--- config.mk ---
export PLATFORM = sky130hd
export DESIGN_NAME = dcacheCtrl
export DESIGN_NICKNAME = d
export VERILOG_FILES = /design/src/hw/dcachePkg.sv /design/src/hw/dcacheCtrl.sv
export SDC_FILE = /design/constraint.sdc
export NUM_CORES = 1
export LEC_CHECK = 0
export BUFFER_PORTS_ARGS = -buffer_cell sky130_fd_sc_hd__buf_2
export CAP_MARGIN = 20
export CORE_AREA = 2 2 258 260
export CTS_CLUSTER_DIAMETER = 100
export CTS_CLUSTER_SIZE = 12
export DETAILED_ROUTE_END_ITERATION = 8
export DIE_AREA = 0 0 260 262
export GPL_TIMING_DRIVEN = 0
export PLACE_DENSITY = 0.39
export SLEW_MARGIN = 20
export SYNTH_ARGS = -nofsm -noshare
export SYNTH_HDL_FRONTEND = slang
export SYNTH_SLANG_ARGS = --single-unit
--- constraint.sdc ---
create_clock -name clk -period 13.3 [get_ports clk]
set_clock_uncertainty 0.2 [all_clocks]
set_input_delay 1.33 -clock clk [delete_from_list [all_inputs] [get_ports clk]]
set_output_delay 1.33 -clock clk [all_outputs]
set_load 0.005 [all_outputs]
--- src/hw/dcachePkg.sv ---
// ~~~~~~~~~~~~~~~~~~~~~~~~~~~~~~~~~~~~~~~~~~~~~~~~~~~~~~~~~~~~
// Shared geometry, address view and bus structs for the data
// cache; modules refer to these by dcachePkg:: scoped names
// ~~~~~~~~~~~~~~~~~~~~~~~~~~~~~~~~~~~~~~~~~~~~~~~~~~~~~~~~~~~~
package dcachePkg;

    localparam int ADDR_WIDTH  = 16;
    localparam int OFFSET_BITS = 4;
    localparam int SET_BITS    = 5;
    localparam int TAG_BITS    = ADDR_WIDTH - SET_BITS - OFFSET_BITS;
    localparam int NUM_SETS    = 32;
    localparam int NUM_WAYS    = 2;
    localparam int BLOCK_BYTES = 16;
    localparam int BLOCK_BITS  = BLOCK_BYTES * 8;
    localparam int WORD_BYTES  = 4;
    localparam int MEM_BLOCKS  = 4096;

    // Same 16-bit address, seen by the array or by the memory link
    typedef union packed {
        struct packed {
            logic [TAG_BITS-1:0]                         tag;
            logic [SET_BITS-1:0]                         setIdx;
            logic [$clog2(BLOCK_BYTES/WORD_BYTES)-1:0]   wordSel;
            logic [$clog2(WORD_BYTES)-1:0]               byteSel;  // ignored, aligned only
        } field;
        struct packed {
            logic [$clog2(MEM_BLOCKS)-1:0] blockNum;
            logic [OFFSET_BITS-1:0]        offset;
        } block;
    } dcacheAddr_u;

    typedef struct packed {
        logic                    psel;
        logic                    penable;
        logic                    pwrite;
        logic [ADDR_WIDTH-1:0]   paddr;
        logic [WORD_BYTES*8-1:0] pwdata;
        logic [WORD_BYTES-1:0]   pstrb;
    } apbReq_t;

    typedef struct packed {
        logic                    pready;
        logic [WORD_BYTES*8-1:0] prdata;
    } apbResp_t;

    typedef struct packed {
        logic                          valid;
        logic                          write;
        logic [$clog2(MEM_BLOCKS)-1:0] blockNum;
        logic [BLOCK_BITS-1:0]         data;
    } memReq_t;

    typedef struct packed {
        logic                  done;   // one-cycle pulse
        logic [BLOCK_BITS-1:0] data;
    } memResp_t;

    typedef struct packed {
        logic                   lookup;    // read hit completing, touch status
        logic                   writeHit;
        logic                   fill;
        dcacheAddr_u            addr;
        logic [BLOCK_BYTES-1:0] strobe;    // already at word position
        logic [BLOCK_BITS-1:0]  data;
    } arrayCmd_t;

endpackage

--- src/hw/dcacheCtrl.sv ---
// ~~~~~~~~~~~~~~~~~~~~~~~~~~~~~~~~~~~~~~~~~~~~~~~~~~~~~~~~~~~~
// APB completer FSM for the data cache: hit, write-back, refill
// ~~~~~~~~~~~~~~~~~~~~~~~~~~~~~~~~~~~~~~~~~~~~~~~~~~~~~~~~~~~~
`timescale 1ns/100ps

module dcacheCtrl (
    input  logic                              clk,
    input  logic                              rst,
    input  dcachePkg::apbReq_t                apbReq,
    input  logic                              hit,
    input  logic                              victimDirty,
    input  logic [dcachePkg::TAG_BITS-1:0]    victimTag,
    input  logic [dcachePkg::BLOCK_BITS-1:0]  readBlock,
    input  dcachePkg::memResp_t               memResp,
    output dcachePkg::apbResp_t               apbResp,
    output dcachePkg::arrayCmd_t              cmd,
    output dcachePkg::memReq_t                memReq
);

    localparam int WORD_BITS = dcachePkg::WORD_BYTES * 8;

    typedef enum logic [2:0] {
        IDLE,
        LOOKUP,
        WRITEBACK,
        REFILL,
        FILL,
        DONE
    } ctrlState_t;

    ctrlState_t state;
    ctrlState_t nextState;

    dcachePkg::dcacheAddr_u           reqAddr;
    logic [dcachePkg::BLOCK_BITS-1:0] fillBlock;     // refill data held for the fill cycle
    logic [dcachePkg::BLOCK_BYTES-1:0] slotStrobe;
    logic [dcachePkg::BLOCK_BITS-1:0] slotData;
    logic                             complete;

    assign reqAddr = apbReq.paddr;

    // Word lanes moved into their slot of the block
    assign slotStrobe = dcachePkg::BLOCK_BYTES'(apbReq.pstrb)
                        << (reqAddr.field.wordSel * dcachePkg::WORD_BYTES);
    assign slotData   = dcachePkg::BLOCK_BITS'(apbReq.pwdata)
                        << (reqAddr.field.wordSel * WORD_BITS);

    always_comb begin
        nextState  = state;
        complete   = 1'b0;
        cmd        = '0;
        cmd.addr   = reqAddr;
        cmd.strobe = slotStrobe;
        cmd.data   = slotData;
        memReq     = '0;

        case (state)
            IDLE: begin
                if (apbReq.psel && !apbReq.penable) begin   // setup phase
                    nextState = LOOKUP;
                end
            end
            LOOKUP: begin
                if (hit) begin
                    complete  = 1'b1;   // zero wait states
                    nextState = IDLE;
                end else if (victimDirty) begin
                    nextState = WRITEBACK;
                end else begin
                    nextState = REFILL;
                end
            end
            WRITEBACK: begin
                // Victim block rebuilt from its tag and this set
                memReq.valid    = 1'b1;
                memReq.write    = 1'b1;
                memReq.blockNum = {victimTag, reqAddr.field.setIdx};
                memReq.data     = readBlock;
                if (memResp.done) begin
                    nextState = REFILL;
                end
            end
            REFILL: begin
                memReq.valid    = 1'b1;
                memReq.blockNum = reqAddr.block.blockNum;
                if (memResp.done) begin
                    nextState = FILL;
                end
            end
            FILL: begin
                cmd.fill  = 1'b1;
                cmd.data  = fillBlock;
                nextState = DONE;
            end
            DONE: begin
                complete  = 1'b1;   // block now present, finish as a hit
                nextState = IDLE;
            end
            default: begin
                nextState = IDLE;
            end
        endcase

        if (complete) begin
            cmd.lookup   = !apbReq.pwrite;
            cmd.writeHit = apbReq.pwrite;   // strobed merge on the same edge
        end
    end

    assign apbResp.pready = complete;
    assign apbResp.prdata = readBlock[reqAddr.field.wordSel * WORD_BITS +: WORD_BITS];

    always_ff @(posedge clk or negedge rst) begin
        if (!rst) begin
            state <= IDLE;
        end else begin
            state <= nextState;
        end
    end

    always_ff @(posedge clk) begin
        if (state == REFILL && memResp.done) begin
            fillBlock <= memResp.data;
        end
    end

endmodule

==> impl_metrics.py, run 1 <==
metrics = {
    "detailed_routing": {
        "ant_nets": 0,
        "viasPerCell": 3.86,
        "drt-initial-drc-count": 532,
        "wl_um": 58900,
        "wl_per_cell_um": 24.6,
        "post-route-drc-count": 0,
        "dr_total_vias": 9255,
        "drtPass1Iterations": 5,
    },
    "worst_hold_path": {
        "worstHoldPathType": "reg2reg",
        "min_path_cells": 1,
        "hp-start": "state[2]",
        "hold_path_end": "state[1]",
    },
    "die": {
        "die_y_um": 262,
        "dieArea_sq_mm": 0.0681,
        "core_sq_mm": 0.0653,
        "start_util": 0.122,
        "die_w_um": 260,
        "ios": 661,
        "rows": 94,
    },
    "clock_network": {
        "ctsResizeCount": 0,
        "cts_buffers": 17,
        "cts_hold_buf": 0,
        "clockBufferDepth": 2,
        "clock_sinks": 131,
        "cts.clk_slew.worst_paths_ps": 70,
        "cts_setup_buffers": 0,
        "htreeDepth": 4,
        "clock-root-buffer": "clkbuf_16",
        "clk_latency_ps": 470,
        "tritoncts": "yes",
    },
    "global_routing": {
        "antenna_found_initial": 39,
        "grt_usage": 0.166,
        "grt_pass1_vias": 9225,
        "grt_overflow": 0,
        "grt_pass1_wl_um": 76400,
        "grt_max_degree": 26,
    },
    "logic_synthesis": {
        "synth_seq_cells": 131,
        "syn_inst": 819,
        "synth_xor_area_frac": 0.00110,
        "syn_nets": 1142,
        "yosys.area.top_type": "edfxtp_1",
        "ys_warn_count": 0,
        "synth_top_family_by_area": "simple AND/OR/NAND/NOR gates",
        "seq_area_frac_synth": 0.493,
        "ys_top_cells_by_area": "edfxtp_1 48%, nand2_1 12%, and2_1 12%",
        "synth_top_area_frac": 0.483,
        "synth_cell_types": 28,
        "syn_area_sq_mm": 0.00795,
        "synth-adder-area-share": 0,
        "syn_area_per_cell_sq_um": 9.71,
        "synth_simple_gate_area_frac": 0.257,
        "synthMuxAreaShare": 0.0994,
        "synth_compound_area_frac": 0.0828,
    },
    "place": {
        "port_buffers": 658,
        "gp_congestion": 0.880,
        "dp_hpwl_um": 50400,
        "dpl-instance-area_sq_mm": 0.0125,
        "place_ws_ps": 8090,
    },
    "sta": {
        "hold_viol_final": 0,
        "rsz0062_at_grt": "no",
        "period_needed_ps": 5070,
        "fin_ws_ps": 8230,
        "maxSlewHeadroom": 0.358,
        "setup_viol": 0,
        "period_share": 0.381,
        "tns_ps": 0,
        "timing_worst_slew_pin_value_ps": 963,
        "slew_violations": 0,
        "max_freq_ghz": 0.197,
    },
    "power": {
        "p_clk_frac": 0.285,
        "power.leakage_nw": 6.04,
        "p_int_w": 0.00113,
        "p_per_area_mw_per_mm2": 139,
        "pwr-share-comb": 0.432,
        "power_switching_w": 0.000694,
        "p_sw_frac": 0.380,
        "peakVddDrop_uv": 96.5,
        "seq_power_share": 0.283,
    },
    "cells_and_area": {
        "stdcell_area_sq_mm": 0.0132,
        "nNetsFinal": 1825,
        "area_growth_pct": 65.4,
        "layout-drive-gt1-share": 0.517,
    },
    "setup_path": {
        "reg2reg_depth": 6,
        "ff2ff_setup_slack_ps": 10780,
        "startpoint_type": "input pin",
        "reg2reg_to": "fillBlock[82]",
        "crit_slowest_cell": "nor2_2",
        "cp-end-kind": "output pin",
        "path_cells": "buf_2, buf_4, nor2_2, clkbuf_1, nand2_1, o21ai_1, buf_2",
        "critPathKind": "in2out",
        "crit_family": "buffers and inverters",
        "crit_top_cell": "buf_2",
        "critPathBufInv": 4,
        "crit_fanout": 10,
        "r2r-start": "state[2]",
        "max_stage_delay_ps": 760,
        "required_ps": 11770,
        "crit_arrival_ps": 3540,
    },
    "job": {
        "cap_violations": 0,
    },
    "status": {
        "status": "completed",
    },
}
## power groups by stage
stage | combinational, W | clock, W | sequential [W]
after floorplan | 0.000333 | 0 | 0.000531
after global placement | 0.000788 | 0 | 0.000541
after detailed placement | 0.000805 | 0 | 0.000525
after CTS | 0.000807 | 0.000545 | 0.000516
after global routing | 0.000863 | 0.000556 | 0.000520
final | 0.000790 | 0.000521 | 0.000517
## flip-flops by register name (all words and copies together), names as in the netlist
name       flops
state          3
fillBlock    128
## worst register-to-register path: stages, from the launching register on
cell and delay (ps):
dfrtp_1 430, nand2b_1 180, buf_2 210, nor2_4 510
buf_16 250, buf_12 210, buf_12 210
## cells in the mapped netlist
master	number
o211ai_1	1
a21oi_1	1
and3_1	4
nor2_1	13
xnor2_1	1
clkbuf_1	32
buf_6	12
mux4_2	32
clkbuf_2	8
and2_1	147
nor3_1	1
nor3b_4	1
o21ai_1	99
o21ai_0	30
dfrtp_1	3
or4_1	1
edfxtp_1	128
mux2i_1	7
buf_2	7
or2_2	1
inv_1	1
nor2b_1	3
nand2b_1	2
nand2_1	257
nor2_2	1
buf_4	24
buf_12	1
nor3b_1	1
## layout by cell type (no fill, tap or decap), types with 2 or more instances in the layout
master,netlist,final
o21ai_0,30,30
and2_1,147,147
o21ai_1,99,99
clkinv_4,0,3
and3_1,4,4
nand2_1,257,257
mux2i_1,7,7
nand2b_1,2,2
buf_2,7,665
clkbuf_16,0,17
inv_6,0,2
nor2b_1,3,3
buf_4,24,24
buf_16,0,3
dfrtp_1,3,3
clkinvlp_4,0,5
mux4_2,32,32
nor2_1,13,12
bufinv_16,0,4
buf_6,12,12
edfxtp_1,128,128
buf_12,1,4
diode_2,0,18
clkbuf_1,32,32
clkbuf_2,8,8
## layer usage
layer,global-route usage,wire length [um],up-vias
li1,-,-,4168
met1,0.188,22500,4446
met2,0.286,29600,546
met3,0.0550,5060,91
met4,0.0728,1690,4
met5,0,27,-
## worst max-delay path by stage
stage,start,endpoint,slack (ps),depth (start not counted)
3_3_place_gp,memResp[128],state[2],1830,4
2_1_floorplan,memResp[128],state[2],5680,3
5_1_grt,apbReq[39],cmd[20],8010,7
6_report,apbReq[39],cmd[19],8230,7
3_5_place_dp,apbReq[39],cmd[20],8090,7
4_1_cts,apbReq[39],cmd[20],8090,7
## layout make-up
class / count / area (sq um)
tap: 864 / 1080
sequential: 131 / 3920
inverter: 1 / 3.75
antenna: 18 / 45.0
clock buffer: 17 / 425
buffer: 84 / 531
clock inverter: 15 / 206
multi-input combinational: 603 / 3510
fill: 7400 / 52100
timing repair buffer: 664 / 3440
## per-stage QoR
step                      utilization  total power, W  cells  hold WS, ps
final                           0.201         0.00183   2397          337
after global routing            0.201         0.00194   2388          346
after CTS                       0.201         0.00187   2379          323
after detailed placement        0.191         0.00133   2347          320
after global placement          0.189         0.00133   2341          308
after floorplan                     -        0.000864    819          266
## logic make-up after synthesis
kind of cell,count (synthesis)
AND/OR/NAND/NOR,432
flip-flops,131
XOR/XNOR,1
buffers and inverters,85
multiplexers,39
AO/OA/AOI/OAI,131
(Power assumes the default switching activity.)
==> inputs of run 2 (changes only) <==
Settings changed: CORE_AREA 2 2 258 260 to 2 2 257 259, DIE_AREA 0 0 260 262 to 0 0 259 261, PLACE_DENSITY 0.39 to 0.4.
Clock period 13.3 ns to 4.5 ns, I/O delays scaled along.
==> impl_metrics.py, run 2 (synthesized netlist as in run 1, its figures left out) <==
metrics = {
    "power": {
        "peakVddDrop_uv": 250,
        "p_per_area_mw_per_mm2": 376,
        "power.leakage_nw": 6.56,
    },
    "setup_path": {
        "crit_arrival_ps": 2710,
        "ff2ff_setup_slack_ps": 2040,
        "path_cells": "nand2b_1, nor2_1, buf_4, clkbuf_1, and2_1, buf_2",
        "critPathKind": "reg2out",
        "startpoint_type": "flip-flop",
        "max_stage_delay_ps": 570,
        "crit_slowest_cell": "clkbuf_1",
        "cp-end-kind": "output pin",
        "crit_fanout": 10,
        "required_ps": 3850,
    },
    "sta": {
        "rsz0062_at_grt": "no",
        "maxSlewHeadroom": 0.369,
        "max_freq_ghz": 0.298,
        "period_share": 0.746,
        "setup_viol": 0,
        "slew_violations": 0,
        "hold_viol_final": 0,
        "period_needed_ps": 3360,
        "tns_ps": 0,
        "timing_worst_slew_pin_value_ps": 946,
    },
    "cells_and_area": {
        "n_fill_cell": 7288,
        "nNetsFinal": 1954,
        "final_cell_mix": "665 x buf_2, 257 x nand2_1, 147 x and2_1, 129 x dlygate4sd3_1, 128 x edfxtp_1",
        "largest_reg_flops": 128,
        "top_regs": "fillBlock x128, state x3",
        "area_growth_pct": 80.7,
        "final_common_cell": "buf_2",
        "layout-drive-gt1-share": 0.474,
        "finalNonFillerCells": 2516,
        "top_register": "fillBlock",
    },
    "global_routing": {
        "grt_pass1_vias": 9743,
        "grt_max_degree": 26,
        "grt_usage": 0.170,
        "grt_overflow": 0,
        "antenna_found_initial": 23,
        "grt_pass1_wl_um": 78700,
    },
    "detailed_routing": {
        "viasPerCell": 3.78,
        "dr_total_vias": 9523,
        "drtPass1Iterations": 5,
        "ant_nets": 0,
        "wl_um": 59600,
        "wl_per_cell_um": 23.7,
        "drt-initial-drc-count": 440,
        "post-route-drc-count": 0,
    },
    "clock_network": {
        "clockBufferDepth": 2,
        "htreeDepth": 4,
        "cts_setup_buffers": 0,
        "cts_hold_buf": 129,
        "cts_buffers": 17,
        "clk_latency_ps": 460,
        "tritoncts": "yes",
        "clock-root-buffer": "clkbuf_16",
        "clock_sinks": 131,
        "ctsResizeCount": 0,
        "cts.clk_slew.worst_paths_ps": 70,
    },
    "place": {
        "dp_hpwl_um": 50800,
        "gp_congestion": 0.894,
        "port_buffers": 658,
        "dp.cells": 2347,
    },
    "die": {
        "dieArea_sq_mm": 0.0676,
        "die_y_um": 261,
        "rows": 94,
        "start_util": 0.122,
        "core_sq_mm": 0.0650,
        "die_w_um": 259,
        "ios": 661,
    },
    "status": {
        "status": "completed",
    },
    "job": {
        "cap_violations": 0,
    },
    "worst_hold_path": {
        "worstHoldPathType": "in2reg",
    },
}
[run 2: cell types whose count changed in the layout (fill, tap and decap cells not counted), sizes merged]
| cell | previous run | this run |
|---|---|---|
| bufinv | 4 | 3 |
| clkbuf | 57 | 58 |
| clkinv | 4 | 7 |
| diode | 18 | 8 |
| clkinvlp | 5 | 2 |
| dlygate4sd3 | 0 | 129 |
[run 2: per-stage QoR]
step	power, W	hold slack [ps]	area [sq um]	setup slack, ps	util
after floorplan	0.00254	-45.6	7960	1240	-
after global placement	0.00393	54.9	12300	-237	0.190
after detailed placement	0.00396	55.4	12500	1060	0.192
after CTS	0.00554	95.5	14400	909	0.221
after global routing	0.00574	124	14400	875	0.221
final	0.00541	123	14400	1140	0.221
[run 2: layout make-up]
type	count	area, sq um	share of cell area
plain buffers	84	531	0.0369
clock buffers	18	429	0.0299
inverters	1	3.75	0.000261
clock inverters	14	161	0.0112
diodes	8	20.0	0.00139
multi-input cells	603	3510	0.244
repair buffers	793	4720	0.328
flip-flops and latches	131	3920	0.273
well taps	864	1080	0.0752
[run 2: path summary, 6_finish.rpt]
path	endpoint	start	depth (start not counted)
max	memReq[61]	state[2]	6
min	state[0]	memResp[128]	3
max reg2reg	fillBlock[100]	state[2]	6
min reg2reg	state[1]	state[2]	1
max in group asynchronous	state[0]	rst	2
min in group asynchronous	state[2]	rst	2
[run 2: worst max-delay path: cells and delay by family, from the launching register on]
family                 cells  cell delay (ps)
and+or+nand+nor            3              830
DFF                        1              430
buffers and inverters      3              980
[run 2: where the power goes]
part / leakage, nW / total [W] / internal [W] / switching [W]
combinational: 5.08 / 0.00243 / 0.00101 / 0.00142
clock: 0.283 / 0.00145 / 0.000866 / 0.000585
sequential: 1.20 / 0.00153 / 0.00148 / 0.0000447
total: 6.56 / 0.00541 / 0.00336 / 0.00205
[run 2: per-layer routing]
| layer | up-vias | global-route usage | part of all wire |
|---|---|---|---|
| met2 | 443 | 0.320 | 0.54 |
| met1 | 4600 | 0.187 | 0.38 |
| li1 | 4408 | - | - |
| met3 | 66 | 0.0431 | 0.065 |
| met4 | 6 | 0.0478 | 0.021 |
| met5 | - | 0 | 0.00057 |
